<file path="src/s16_bus_pkg.sv">
// ******************************
// s16 bus package
// bus widths, request, regions and map fields
// ******************************
`default_nettype none

package s16_bus_pkg;

    typedef logic [23:1] cpu_addr_t;    // word address, A23..A1
    typedef logic [15:0] cpu_data_t;
    typedef logic [16:0] rom_addr_t;    // 256 kB of program
    typedef logic [13:0] mem_addr_t;    // local video and work RAM

    typedef struct packed {
        cpu_addr_t addr;
        cpu_data_t wdata;
        logic      rnw;
        logic [1:0] dsn;    // upper, lower, active low
    } bus_req_t;

    typedef enum logic [3:0] {
        region_none, region_rom, region_vram, region_char, region_obj,
        region_pal, region_io, region_wdog, region_ram
    } region_e;

    typedef struct packed {
        logic rom;
        logic vram;
        logic chr;
        logic obj;
        logic pal;
        logic io;
        logic wdog;
        logic ram;
    } cs_t;

    // A23..A22 field
    localparam logic [1:0] top_rom = 2'd0;
    localparam logic [1:0] top_obj = 2'd1;
    localparam logic [1:0] top_pal = 2'd2;
    localparam logic [1:0] top_sys = 2'd3;

    // A18..A16 field
    localparam logic [2:0] mid_vram  = 3'd0;
    localparam logic [2:0] mid_char  = 3'd1;
    localparam logic [2:0] mid_io_lo = 3'd4;
    localparam logic [2:0] mid_io_hi = 3'd5;
    localparam logic [2:0] mid_wdog  = 3'd6;
    localparam logic [2:0] mid_ram   = 3'd7;

    localparam cpu_data_t   data_ones  = 16'hffff;
    localparam int unsigned wait_limit = 64;   // slowest legal rom/ram answer

endpackage

`default_nettype wire

</file>
<file path="src/s16_cab_pkg.sv">
// ******************************
// s16 cabinet package
// game ids and cabinet input types
// ******************************
`default_nettype none

package s16_cab_pkg;

    typedef logic [7:0] game_id_t;
    typedef logic [7:0] joy_t;

    // Passing Shot board variants
    localparam game_id_t game_passsht  = 8'h10;
    localparam game_id_t game_passsht2 = 8'h11;
    localparam game_id_t game_passsht3 = 8'h12;

    typedef struct packed {
        joy_t       joy1;
        joy_t       joy2;
        joy_t       joy3;
        joy_t       joy4;
        logic [3:0] start;
        logic [1:0] coin;
        logic       service;
        logic       dip_test;
        logic [7:0] dipsw_a;
        logic [7:0] dipsw_b;
    } cab_in_t;

    // io slot, picked by A13..A12
    typedef enum logic [1:0] {
        port_ppi    = 2'd0,
        port_inputs = 2'd1,
        port_dips   = 2'd2
    } port_e;

endpackage

`default_nettype wire

</file>
<file path="src/s16_addr_decode.sv">
// ******************************
// s16 address decoder
// System 16A memory map, word address slicing
// ******************************
`default_nettype none

module s16_addr_decode (
    input  s16_bus_pkg::cpu_addr_t addr,
    output s16_bus_pkg::region_e   region,
    output s16_bus_pkg::rom_addr_t rom_addr,
    output s16_bus_pkg::mem_addr_t mem_addr
);
    import s16_bus_pkg::*;

    logic [1:0] top;    // A23..A22
    logic [2:0] mid;    // A18..A16

    assign top = addr[23:22];
    assign mid = addr[18:16];

    assign rom_addr = addr[17:1];  // 00-03
    assign mem_addr = addr[14:1];  // shared by vram and work ram

    // first hit wins, order matters for the A22 overlaps
    always_comb begin
        if (top == top_rom && !addr[18]) begin
            region = region_rom;
        end else if (addr[22] && mid == mid_vram) begin
            region = region_vram;      // 40
        end else if (addr[22] && mid == mid_char) begin
            region = region_char;      // 41
        end else if (top == top_obj && addr[18]) begin
            region = region_obj;       // 44
        end else if (top == top_pal && addr[18]) begin
            region = region_pal;       // 84
        end else if (top == top_sys && (mid == mid_io_lo || mid == mid_io_hi)) begin
            region = region_io;        // c4
        end else if (top == top_sys && mid == mid_wdog) begin
            region = region_wdog;      // c6
        end else if (top == top_sys && mid == mid_ram) begin
            region = region_ram;       // c7
        end else begin
            region = region_none;
        end
    end

endmodule

`default_nettype wire

</file>
<file path="src/s16_bus_ctrl.sv">
// ******************************
// s16 bus cycle controller
// chip selects, memory waits, read data mux
// ******************************
`default_nettype none

module s16_bus_ctrl (
    input  logic                   clk,
    input  logic                   rst,
    input  s16_bus_pkg::bus_req_t  req,
    input  logic                   req_valid,
    output logic                   req_ready,
    output s16_bus_pkg::cpu_data_t rdata,
    input  s16_bus_pkg::region_e   region,
    output s16_bus_pkg::cs_t       cs,
    output logic                   io_rd,
    input  logic [7:0]             cab_dout,
    output s16_bus_pkg::cpu_data_t wdata,
    output logic [1:0]             dswn,
    input  s16_bus_pkg::cpu_data_t rom_data,
    input  logic                   rom_ok,
    input  s16_bus_pkg::cpu_data_t ram_data,
    input  logic                   ram_ok,
    input  s16_bus_pkg::cpu_data_t char_dout,
    input  s16_bus_pkg::cpu_data_t pal_dout,
    input  s16_bus_pkg::cpu_data_t obj_dout
);
    import s16_bus_pkg::*;

    typedef enum logic [1:0] {st_idle, st_access, st_release} state_e;

    state_e    state;
    cs_t       cs_next;
    cpu_data_t slow_q;     // rom or ram word, caught with its ok
    logic      slow_cs;
    logic      slow_ok;

    assign slow_cs = cs.rom | cs.vram | cs.ram;
    assign slow_ok = (cs.rom & rom_ok) | ((cs.vram | cs.ram) & ram_ok);

    always_comb begin
        cs_next = '0;
        case (region)
            region_rom:  cs_next.rom  = 1'b1;
            region_vram: cs_next.vram = 1'b1;
            region_char: cs_next.chr  = 1'b1;
            region_obj:  cs_next.obj  = 1'b1;
            region_pal:  cs_next.pal  = 1'b1;
            region_io:   cs_next.io   = 1'b1;
            region_wdog: cs_next.wdog = 1'b1;
            region_ram:  cs_next.ram  = 1'b1;
            default:     cs_next = '0;  // unmapped, no select
        endcase
    end

    always_ff @(posedge clk, posedge rst) begin
        if (rst) begin
            state     <= st_idle;
            cs        <= '0;
            io_rd     <= 1'b0;
            req_ready <= 1'b0;
            dswn      <= 2'b11;
        end else begin
            io_rd <= 1'b0;
            case (state)
                st_idle: begin
                    if (req_valid) begin
                        state <= st_access;
                        cs    <= cs_next;
                        io_rd <= region == region_io;
                        dswn  <= req.rnw ? 2'b11 : req.dsn;
                    end
                end
                st_access: begin
                    if (req_ready) begin        // handshake done
                        state     <= st_release;
                        cs        <= '0;
                        req_ready <= 1'b0;
                        dswn      <= 2'b11;
                    end else if (!slow_cs || slow_ok) begin
                        req_ready <= 1'b1;      // fast regions always land here
                    end
                end
                st_release: state <= st_idle;
                default:    state <= st_idle;
            endcase
        end
    end

    always_ff @(posedge clk) begin
        if (state == st_idle && req_valid) wdata <= req.wdata;
        if (slow_ok && !req_ready) slow_q <= cs.rom ? rom_data : ram_data;
    end

    // fast sources are already valid in the ready cycle
    always_comb begin
        if (slow_cs)     rdata = slow_q;
        else if (cs.chr) rdata = char_dout;
        else if (cs.obj) rdata = obj_dout;
        else if (cs.pal) rdata = pal_dout;
        else if (cs.io)  rdata = {8'hff, cab_dout};
        else             rdata = data_ones;   // wdog, ppi and holes
    end

    // decoder, cabinet port and memory address all follow req until ready
    a_req_stable: assert property (@(posedge clk) disable iff (rst)
        req_valid && !req_ready |=> $stable(req));

    // a memory that never answers would hang the master
    a_cs_bounded: assert property (@(posedge clk) disable iff (rst)
        $rose(|cs) |-> ##[1:wait_limit] !(|cs));

endmodule

`default_nettype wire

</file>
<file path="src/s16_cab_io.sv">
// ******************************
// s16 cabinet inputs
// io ports, dips, four player counter
// ******************************
`default_nettype none

module s16_cab_io (
    input  logic                   clk,
    input  logic                   rst,
    input  logic                   io_rd,
    input  s16_bus_pkg::cpu_addr_t addr,
    input  s16_cab_pkg::game_id_t  game_id,
    input  s16_cab_pkg::cab_in_t   cab,
    output logic [7:0]             cab_dout
);
    import s16_cab_pkg::*;

    port_e      slot;
    logic       pass_sht;
    logic [1:0] port_cnt;   // which Passing Shot player comes next
    joy_t       pass_sel;
    logic [7:0] dout_next;
    logic       cnt_clr;
    logic       cnt_inc;

    function automatic joy_t sort_joy(input joy_t j);
        return {j[1:0], j[3:2], j[7], j[5:4], j[6]};
    endfunction

    function automatic joy_t pass_joy(input joy_t j);
        return {j[7:4], j[1:0], j[3:2]};
    endfunction

    assign slot     = port_e'(addr[13:12]);
    assign pass_sht = game_id == game_passsht || game_id == game_passsht2 ||
                      game_id == game_passsht3;

    always_comb begin
        case (port_cnt)
            2'd0:    pass_sel = cab.joy1;
            2'd1:    pass_sel = cab.joy2;
            2'd2:    pass_sel = cab.joy3;
            default: pass_sel = cab.joy4;
        endcase
    end

    always_comb begin
        dout_next = 8'hff;
        cnt_clr   = 1'b0;
        cnt_inc   = 1'b0;
        case (slot)
            port_ppi: dout_next = 8'hff;     // 8255 no longer fitted
            port_inputs: begin
                case (addr[2:1])
                    2'd0: begin
                        dout_next = {pass_sht ? cab.start[3:2] : 2'b11, cab.start[1:0],
                                     cab.service, cab.dip_test, cab.coin};
                        cnt_clr   = pass_sht;
                    end
                    2'd1: begin
                        dout_next = pass_sht ? pass_joy(pass_sel) : sort_joy(cab.joy1);
                        cnt_inc   = pass_sht;
                    end
                    2'd3:    dout_next = sort_joy(cab.joy2);
                    default: dout_next = 8'hff;  // port 2
                endcase
            end
            port_dips: dout_next = addr[1] ? cab.dipsw_b : cab.dipsw_a;
            default:   dout_next = 8'hff;
        endcase
    end

    always_ff @(posedge clk, posedge rst) begin
        if (rst) begin
            port_cnt <= 2'd0;
        end else if (io_rd) begin
            if (cnt_clr) begin
                port_cnt <= 2'd0;
            end else if (cnt_inc) begin
                port_cnt <= port_cnt + 2'd1;   // wraps back to player 1
            end
        end
    end

    always_ff @(posedge clk) begin
        if (io_rd) cab_dout <= dout_next;
    end

endmodule

`default_nettype wire

</file>
<file path="src/s16_vint_irq.sv">
// ******************************
// s16 vblank interrupt
// edge detect and latch with ack
// ******************************
`default_nettype none

module s16_vint_irq (
    input  logic clk,
    input  logic rst,
    input  logic vint,
    input  logic iack,
    output logic irq_n
);
    logic vint_s;     // sampled vint
    logic vint_q;     // previous sample
    logic vint_edge;

    assign vint_edge = vint_s & ~vint_q;

    always_ff @(posedge clk, posedge rst) begin
        if (rst) begin
            vint_s <= 1'b0;
            vint_q <= 1'b0;
            irq_n  <= 1'b1;
        end else begin
            vint_s <= vint;
            vint_q <= vint_s;
            if (iack) begin
                irq_n <= 1'b1;   // ack beats a fresh edge
            end else if (vint_edge) begin
                irq_n <= 1'b0;
            end
        end
    end

    // irq only follows a vint rise two cycles back
    a_irq_after_edge: assert property (@(posedge clk) disable iff (rst)
        $fell(irq_n) |-> $past(vint, 2) && !$past(vint, 3));

endmodule

`default_nettype wire

</file>
<file path="src/s16_main.sv">
// ******************************
// s16 main bus glue
// controller, map, cabinet and vblank irq
// ******************************
`default_nettype none

module s16_main (
    input  logic                   clk,
    input  logic                   rst,
    // master side
    input  s16_bus_pkg::bus_req_t  req,
    input  logic                   req_valid,
    output logic                   req_ready,
    output s16_bus_pkg::cpu_data_t rdata,
    // memories
    output s16_bus_pkg::cs_t       cs,
    output s16_bus_pkg::rom_addr_t rom_addr,
    output s16_bus_pkg::mem_addr_t mem_addr,
    output s16_bus_pkg::cpu_data_t wdata,
    output logic [1:0]             dswn,
    input  s16_bus_pkg::cpu_data_t rom_data,
    input  logic                   rom_ok,
    input  s16_bus_pkg::cpu_data_t ram_data,   // vram or work ram
    input  logic                   ram_ok,
    input  s16_bus_pkg::cpu_data_t char_dout,
    input  s16_bus_pkg::cpu_data_t pal_dout,
    input  s16_bus_pkg::cpu_data_t obj_dout,
    // cabinet
    input  s16_cab_pkg::game_id_t  game_id,
    input  s16_cab_pkg::cab_in_t   cab,
    // video
    input  logic                   vint,
    input  logic                   iack,
    output logic                   irq_n
);
    import s16_bus_pkg::*;

    region_e    region;
    logic       io_rd;
    logic [7:0] cab_dout;

    s16_addr_decode u_decode (
        .addr     ( req.addr  ),
        .region   ( region    ),
        .rom_addr ( rom_addr  ),
        .mem_addr ( mem_addr  )
    );

    s16_bus_ctrl u_ctrl (
        .clk       ( clk       ),
        .rst       ( rst       ),
        .req       ( req       ),
        .req_valid ( req_valid ),
        .req_ready ( req_ready ),
        .rdata     ( rdata     ),
        .region    ( region    ),
        .cs        ( cs        ),
        .io_rd     ( io_rd     ),
        .cab_dout  ( cab_dout  ),
        .wdata     ( wdata     ),
        .dswn      ( dswn      ),
        .rom_data  ( rom_data  ),
        .rom_ok    ( rom_ok    ),
        .ram_data  ( ram_data  ),
        .ram_ok    ( ram_ok    ),
        .char_dout ( char_dout ),
        .pal_dout  ( pal_dout  ),
        .obj_dout  ( obj_dout  )
    );

    s16_cab_io u_cab (
        .clk      ( clk       ),
        .rst      ( rst       ),
        .io_rd    ( io_rd     ),
        .addr     ( req.addr  ),   // held stable through the cycle
        .game_id  ( game_id   ),
        .cab      ( cab       ),
        .cab_dout ( cab_dout  )
    );

    s16_vint_irq u_irq (
        .clk   ( clk   ),
        .rst   ( rst   ),
        .vint  ( vint  ),
        .iack  ( iack  ),
        .irq_n ( irq_n )
    );

endmodule

`default_nettype wire

</file>
<file path="config.mk">
export PLATFORM = sky130hd
export DESIGN_NAME = s16_main
export DESIGN_NICKNAME = d
export VERILOG_FILES = /design/src/s16_bus_pkg.sv /design/src/s16_cab_pkg.sv /design/src/s16_addr_decode.sv /design/src/s16_bus_ctrl.sv /design/src/s16_cab_io.sv /design/src/s16_vint_irq.sv /design/src/s16_main.sv
export SDC_FILE = /design/constraint.sdc
export NUM_CORES = 1
export LEC_CHECK = 0
export ABC_CLOCK_PERIOD_IN_PS = 2920
export BUFFER_PORTS_ARGS = -buffer_cell sky130_fd_sc_hd__clkbuf_2
export CAP_MARGIN = 25
export CORE_ASPECT_RATIO = 0.5
export CORE_MARGIN = 10
export CORE_UTILIZATION = 43
export DETAILED_ROUTE_END_ITERATION = 8
export PLACE_DENSITY = 0.85
export SYNTH_ARGS = -nofsm -noshare
export SYNTH_HDL_FRONTEND = slang
export SYNTH_HIERARCHICAL = 1
export SYNTH_SLANG_ARGS = --single-unit
</file>
<file path="constraint.sdc">
create_clock -name clk -period 2.92 [get_ports clk]
set_clock_uncertainty 0.1 [all_clocks]
set_input_delay 0.146 -clock clk [delete_from_list [all_inputs] [get_ports clk]]
set_output_delay 0.146 -clock clk [all_outputs]
set_load 0.02 [all_outputs]
</file>
==> impl_metrics.csv, run 1 <==
group,metric,value,unit
die,row_count,24,
place,port_buffers,232,
critical_path,critPathRequiredTime,2.67,ns
logic_synthesis,synthMuxAreaShare,7.56,%
timing,rsz0062_at_grt,"no",
critical_path,crit_path_max_incr_delay,0.84,ns
die,die_area,13900,um^2
flow_run,drv_cap,0,
global_routing,grt-ovfl-total,0,
timing,hold_viol,0,
logic_synthesis,ys_ff_latch,59,
pwr,p_per_area,759,nW/um^2
detailed_routing,wire_per_inst,20.2,um
die,start_util,45.1,%
clock_network,cts_setup_buffers,0,
pwr,p_total,0.00420,W
place,dpl.hpwl,11700,um
timing,layout_setup_ws,0.615,ns
finish,layout_commonest_cell,"clkbuf_2",
critical_path,crit_type,"reg -> out",
finish,final_cell_mix,"232 x clkbuf_2, 40 x edfxtp_1, 31 x nand2_1",
run_status,status,"completed",
critical_path,start_kind,"flip-flop",
finish,utilization,62.1,%
detailed_routing,via_count,3952,
clock_network,cts_tree,"yes",
timing,min_period,2.31,ns
logic_synthesis,synth_top_family_by_area,"compound AO/OA/AOI/OAI gates",
timing,finalMaxSlewViolations,0,
logic_synthesis,syn_inst,398,
clock_network,clockRootBuffer,"clkbuf_16",
place,dp_slack,0.941,ns
critical_path,crit_slowest_cell,"dfrtp_1",
logic_synthesis,synthAdderAreaFrac,1.87,%
global_routing,grt_usage,20.3,%
die,ios,268,
clock_network,cts_hold_buffers,19,
finish,fillers,737,
detailed_routing,drt_first_pass_iters,7,
die,core_area,8920,um^2
detailed_routing,via_per_inst,5.40,
logic_synthesis,yosysUniqueCellTypes,54,
critical_path,path_cells,"nor3b_1 -> o311ai_0 -> o21a_1 -> clkbuf_2",
logic_synthesis,yosysSeqAreaShare,41.8,%
logic_synthesis,syn_avg_cell_area,10.1,um^2
clock_network,cts_buffers,9,
detailed_routing,ant_nets,0,
logic_synthesis,synth-simple-area-share,14.8,%
timing,fmax,434,MHz
worst_hold_path,hp-class,"in -> reg",
die,die-width,157,um
logic_synthesis,async_flop_share,32.2,%
critical_path,critPathArrivalTime,2.06,ns
logic_synthesis,synth_compound_area_share,23.1,%
finish,layout.nets,808,
die,dieHeight,88.4,um
global_routing,grt_pass1_vias,4135,
timing,tns,0,ns
logic_synthesis,syn_area,4020,um^2
worst_hold_path,hold_path_startpoint,"req[1]",
detailed_routing,drt_wl_total,14800,um
detailed_routing,drc_errors,0,
clock_network,clock_sinks,59,
clock_network,cts.repair.resized,0,
logic_synthesis,synth_edf_count,40,
timing,fin_crit_sh,78.9,%
timing,worst_hold_slack,0.0127,ns
place,place_congestion,0.778,
finish,drive_gt1_share,47.9,%
timing,relSlewSlack,42.9,%
clock_network,clockBufferDepth,2,
logic_synthesis,synth-xor-area-share,0,%
pwr,leakage,2.55,nW
detailed_routing,drtIter0Drc,267,
finish,area_growth,37.7,%
timing,tightest_slew,0.845,ns
critical_path,startpoint,"u_ctrl/cs[4]",
logic_synthesis,yosys_warnings,6,
clock_network,htree_levels,3,
global_routing,grt_pass1_wl,22300,um
critical_path,r2r_start,"u_cab/port_cnt[0]",
clock_network,insertion_delay,0.32,ns
pwr,ir_worst_vdd,0.305,mV
global_routing,antenna_found_initial,1,
critical_path,cp-end-kind,"primary output",
global_routing,grt_max_degree,27,
logic_synthesis,synth_nets,597,
logic_synthesis,synth_ff_type,"edfxtp_1",
timing,setup_viol,0,
clock_network,path_clk_slew,0.05,ns
critical_path,worstPathMaxFanout,25,
[power breakdown]
group | total, W | leakage (nW) | internal (W) | switching, W
Clock | 0.00107 | 0.153 | 0.000724 | 0.000348
Sequential | 0.00124 | 0.600 | 0.00109 | 0.000156
Combinational | 0.00189 | 1.80 | 0.000758 | 0.00113
[cell type report]
type	instances	area [um^2]	area share, %
Multi-Input combinational cell	260	1910	34.5
Sequential cell	59	1680	30.3
Timing Repair Buffer	259	1410	25.5
Clock buffer	16	314	5.67
Tap cell	117	146	2.64
Inverter	20	75.1	1.36
Antenna cell	1	2.50	0.0452
[critical path: cells and delay by family (launching register included)]
kind | cells | cell delay [ns]
flops | 1 | 0.84
compound gates | 2 | 0.60
buf+inv | 1 | 0.17
simple gates | 1 | 0.12
[synthesized netlist by cell type (all sizes together), types with 14 or more instances]
library cell,count,area share (%)
inv,20,1.9
edfxtp,40,30
clkbuf,14,1.3
buf,45,7.7
dfrtp,16,10
nand2,31,2.9
a21oi,27,3.5
mux2,24,6.7
nor2,18,1.7
o21ai,21,2.6
nor3b,17,3.2
nor2b,18,2.8
[kinds of logic (layout without fill, tap and decap cells)]
| group | after synthesis | after routing |
|---|---|---|
| AOI/OAI and AO/OA | 123 | 123 |
| adders and majority gates | 6 | 6 |
| buffers and inverters | 79 | 295 |
| DFF | 59 | 59 |
| muxes | 27 | 27 |
| other | 0 | 1 |
| and+or+nand+nor | 104 | 104 |
[per-stage QoR]
stage          cell area (um^2)  cells
2_1_floorplan              4020    398
3_3_place_gp               5030    696
3_5_place_dp               5030    696
4_1_cts                    5540    731
5_1_grt                    5540    732
6_report                   5540    732
[final timing paths]
check,end,slack [ns],cells after the start
max in group asynchronous,u_ctrl/dswn[0],1.98,3
hold reg to reg,u_irq/vint_q,0.28,0
hold / removal,u_ctrl/dswn[1],0.01,3
min in group asynchronous,u_cab/port_cnt[0],0.18,3
setup reg to reg,u_cab/cab_dout[0],1.01,6
setup / recovery,rdata[9],0.61,4
[per-layer routing]
metal / vias to the layer above / global-route usage, % / share of wire, %
met2: 230 / 36.3 / 50
li1: 1883 / - / -
met3: 31 / 7.65 / 9.3
met5: - / 0 / 0
met4: 0 / 6.72 / 2.4
met1: 1808 / 22.3 / 38
[flip-flops by register name, summed over array words and instances (netlist names)]
| signal | flops |
|---|---|
| u_cab/cab_dout | 8 |
| u_cab/port_cnt | 2 |
| u_ctrl/cs | 8 |
| u_ctrl/dswn | 2 |
| u_ctrl/io_rd | 1 |
| u_ctrl/req_ready | 1 |
| u_ctrl/slow_q | 16 |
| u_ctrl/state | 2 |
| u_ctrl/wdata | 16 |
| u_irq/irq_n | 1 |
| u_irq/vint_q | 1 |
| u_irq/vint_s | 1 |
No activity file was read; power rests on OpenSTA's default activity.
==> run 2, diff against run 1 <==
- ABC_AREA: not set -> 1
- ABC_CLOCK_PERIOD_IN_PS: 2920 -> 2300
- CORE_UTILIZATION: 43 -> 44
- clock period: 2.92 -> 2.3 ns (I/O delays scaled with it)
==> run 2 against run 1 <==
Net effect:
- routed wire length up 4.2%
- die area up 2.7%
- sequential power up 22%
- first-iteration DRC count up 50%
- worst hold slack better by 0.0035 ns
- total power up 35%
- design area up 9.3%
- clock-buffer cell count down 7
- synthesized cell count up 53%
- sequential share of layout area down 2.6 points
- critical path depth up 2
==> impl_metrics.csv, run 2 <==
group,metric,value,unit
run_status,status,"completed",
timing,relSlewSlack,59.5,%
critical_path,crit_slowest_cell,"dfrtp_1",
timing,tns,0,ns
place,dpl.hpwl,11200,um
logic_synthesis,synth_edf_count,40,
pwr,p_per_area,940,nW/um^2
timing,tightest_slew,0.607,ns
die,ios,268,
critical_path,start_kind,"flip-flop",
global_routing,grtUsageMet3,5.15,%
timing,fmax,461,MHz
clock_network,cts_setup_buffers,0,
die,core_area,9420,um^2
logic_synthesis,yosys_warnings,6,
logic_synthesis,synth_nets,809,
die,die-width,159,um
global_routing,grt_pass1_vias,4924,
detailed_routing,drt_wl_total,15400,um
critical_path,critPathRequiredTime,2.09,ns
critical_path,worstPathMaxFanout,28,
logic_synthesis,ys_ff_latch,59,
logic_synthesis,synth_ff_type,"edfxtp_1",
finish,fillers,804,
timing,setup_viol,0,
global_routing,grt_usage,20.2,%
pwr,leakage,3.20,nW
logic_synthesis,synth_area_leaders,"edfxtp_1 28%, nand2_1 20%, dfrtp_1 9.4%, nor2_1 6.6%, buf_4 5.8%",
critical_path,cp_common_cell,"nor2_1",
clock_network,cts_buffers,9,
finish,layoutNonFillerInstCount,996,
worst_hold_path,hp-class,"in -> reg",
clock_network,htree_levels,3,
global_routing,grt-ovfl-total,0,
critical_path,crit_type,"reg -> out",
global_routing,grt_max_degree,29,
detailed_routing,via_per_inst,4.93,
die,dieHeight,89.5,um
global_routing,grt.met2_usage,38.4,%
flow_run,drv_cap,0,
finish,utilization,64.3,%
clock_network,clockRootBuffer,"clkbuf_16",
critical_path,cp-end-kind,"primary output",
die,die_area,14200,um^2
timing,min_period,2.17,ns
timing,worst_hold_slack,0.0163,ns
finish,top_regs,"u_ctrl/slow_q: 16 flops, u_ctrl/wdata: 16 flops",
logic_synthesis,yosysSeqAreaShare,39.5,%
place,port_buffers,232,
finish,layout.nets,1055,
clock_network,insertion_delay,0.32,ns
critical_path,crit_path_max_incr_delay,0.42,ns
detailed_routing,ant_nets,0,
detailed_routing,wire_per_inst,15.5,um
timing,fin_crit_sh,94.2,%
clock_network,path_clk_slew,0.05,ns
timing,rsz0062_at_grt,"no",
finish,layout_commonest_cell,"clkbuf_2",
logic_synthesis,syn_inst,610,
finish,drive_gt1_share,33.0,%
logic_synthesis,synth.most_common_cell,"nand2_1",
global_routing,gr-usage-met1,21.7,%
timing,finalMaxSlewViolations,0,
finish,final_cell_mix,"232 x clkbuf_2, 230 x nand2_1, 75 x nor2_1",
clock_network,cts.repair.resized,0,
detailed_routing,drc_errors,0,
detailed_routing,drtIter0Drc,401,
die,row_count,25,
logic_synthesis,yosysUniqueCellTypes,34,
place,place_congestion,0.900,
logic_synthesis,synth.top_cell.area_share,28.3,%
clock_network,clockBufferDepth,2,
clock_network,clock_sinks,59,
finish,final_area,6060,um^2
finish,diodes,0,
timing,hold_viol,0,
critical_path,path_cells,"nor2_1 -> nand2_4 -> inv_1 -> nor2_1 -> a21oi_1 -> clkbuf_2",
logic_synthesis,synth_common_cells,"230 x nand2_1, 75 x nor2_1, 54 x inv_1",
detailed_routing,drt_first_pass_iters,7,
logic_synthesis,synth_top_cell_by_area,"edfxtp_1",
logic_synthesis,async_flop_share,32.2,%
clock_network,cts_hold_buffers,53,
clock_network,cts_tree,"yes",
global_routing,antenna_found_initial,0,
pwr,ir_worst_vdd,0.456,mV
logic_synthesis,syn_area,4250,um^2
finish,area_growth,42.4,%
place,placed_area,5220,um^2
global_routing,grt_pass1_wl,23600,um
logic_synthesis,syn_avg_cell_area,6.97,um^2
critical_path,critPathArrivalTime,1.95,ns
global_routing,grt.busiest_layer,"met2",
detailed_routing,via_count,4906,
die,start_util,45.2,%
place,dpl.cell_count,927,
==> run 2: cell count changes in the layout (fill, tap and decap cells not counted), sizes merged, moves of 9 or more <==
| cell | delta |
|---|---|
| nand2 | +209 |
| nor2 | +59 |
| inv | +40 |
| nand3 | +39 |
| dlygate4sd3 | +34 |
| mux2 | -24 |
| nor2b | -18 |
| nor3b | -17 |
| o31ai | -10 |
| a21oi | +9 |
==> run 2: worst paths after layout <==
path                                           to  cells after the start  slack [ns]         startpoint
max in group asynchronous          u_ctrl/dswn[0]                      3        1.39                rst
worst max register to register  u_cab/cab_dout[0]                      8        0.42  u_cab/port_cnt[1]
worst max-delay path                     rdata[8]                      6        0.13       u_ctrl/cs[6]
worst min-delay path                 u_ctrl/io_rd                      3        0.02          req_valid
min in group asynchronous       u_cab/port_cnt[0]                      3        0.13                rst
worst min register to register       u_irq/vint_q                      0        0.29       u_irq/vint_s
==> run 2: metal layers <==
layer / wire [um] / share of wire (%)
met1: 5780 / 38
met2: 8100 / 53
met3: 1130 / 7.3
met4: 390 / 2.5
met5: 0 / 0
==> run 2: cell families (layout without fill, tap and decap cells) <==
family / count (synthesis) / count (layout) / share of synthesized area [%]
AOI/OAI and AO/OA: 62 / 62 / 8.33
adders and majority gates: 6 / 6 / 1.77
buffers and inverters: 115 / 366 / 14.8
DFF: 59 / 59 / 39.5
and+or+nand+nor: 368 / 368 / 35.6
==> run 2: area by class of cell <==
cell class / instances / area [um^2] / share of cell area (%)
Tap cell: 135 / 169 / 2.79
Sequential cell: 59 / 1680 / 27.7
Clock buffer: 9 / 225 / 3.72
Clock inverter: 7 / 78.8 / 1.30
Timing Repair Buffer: 290 / 1730 / 28.6
Inverter: 60 / 233 / 3.84
Multi-Input combinational cell: 436 / 1940 / 32.0
==> run 2: power by group <==
part	total, W	leakage [nW]	switching [W]	internal [W]
registers	0.00151	0.606	0.000103	0.00141
clock network	0.00132	0.138	0.000481	0.000842
logic	0.00286	2.46	0.00189	0.000968
total	0.00569	3.20	0.00248	0.00321
==> run 2: worst max-delay path, delay by kind of cell (launching register included) <==
kind / cells / cell delay, ns
and+or+nand+nor: 3 / 0.54
DFF: 1 / 0.42
AOI/OAI and AO/OA: 1 / 0.17
buffers and inverters: 2 / 0.47
==> run 2: metrics by stage <==
stage                     setup slack, ns  power, W
after floorplan                     0.243   0.00341
after global placement              0.545   0.00406
after detailed placement            0.483   0.00412
after CTS                           0.236   0.00566
after global routing               0.0444   0.00605
final                               0.133   0.00569
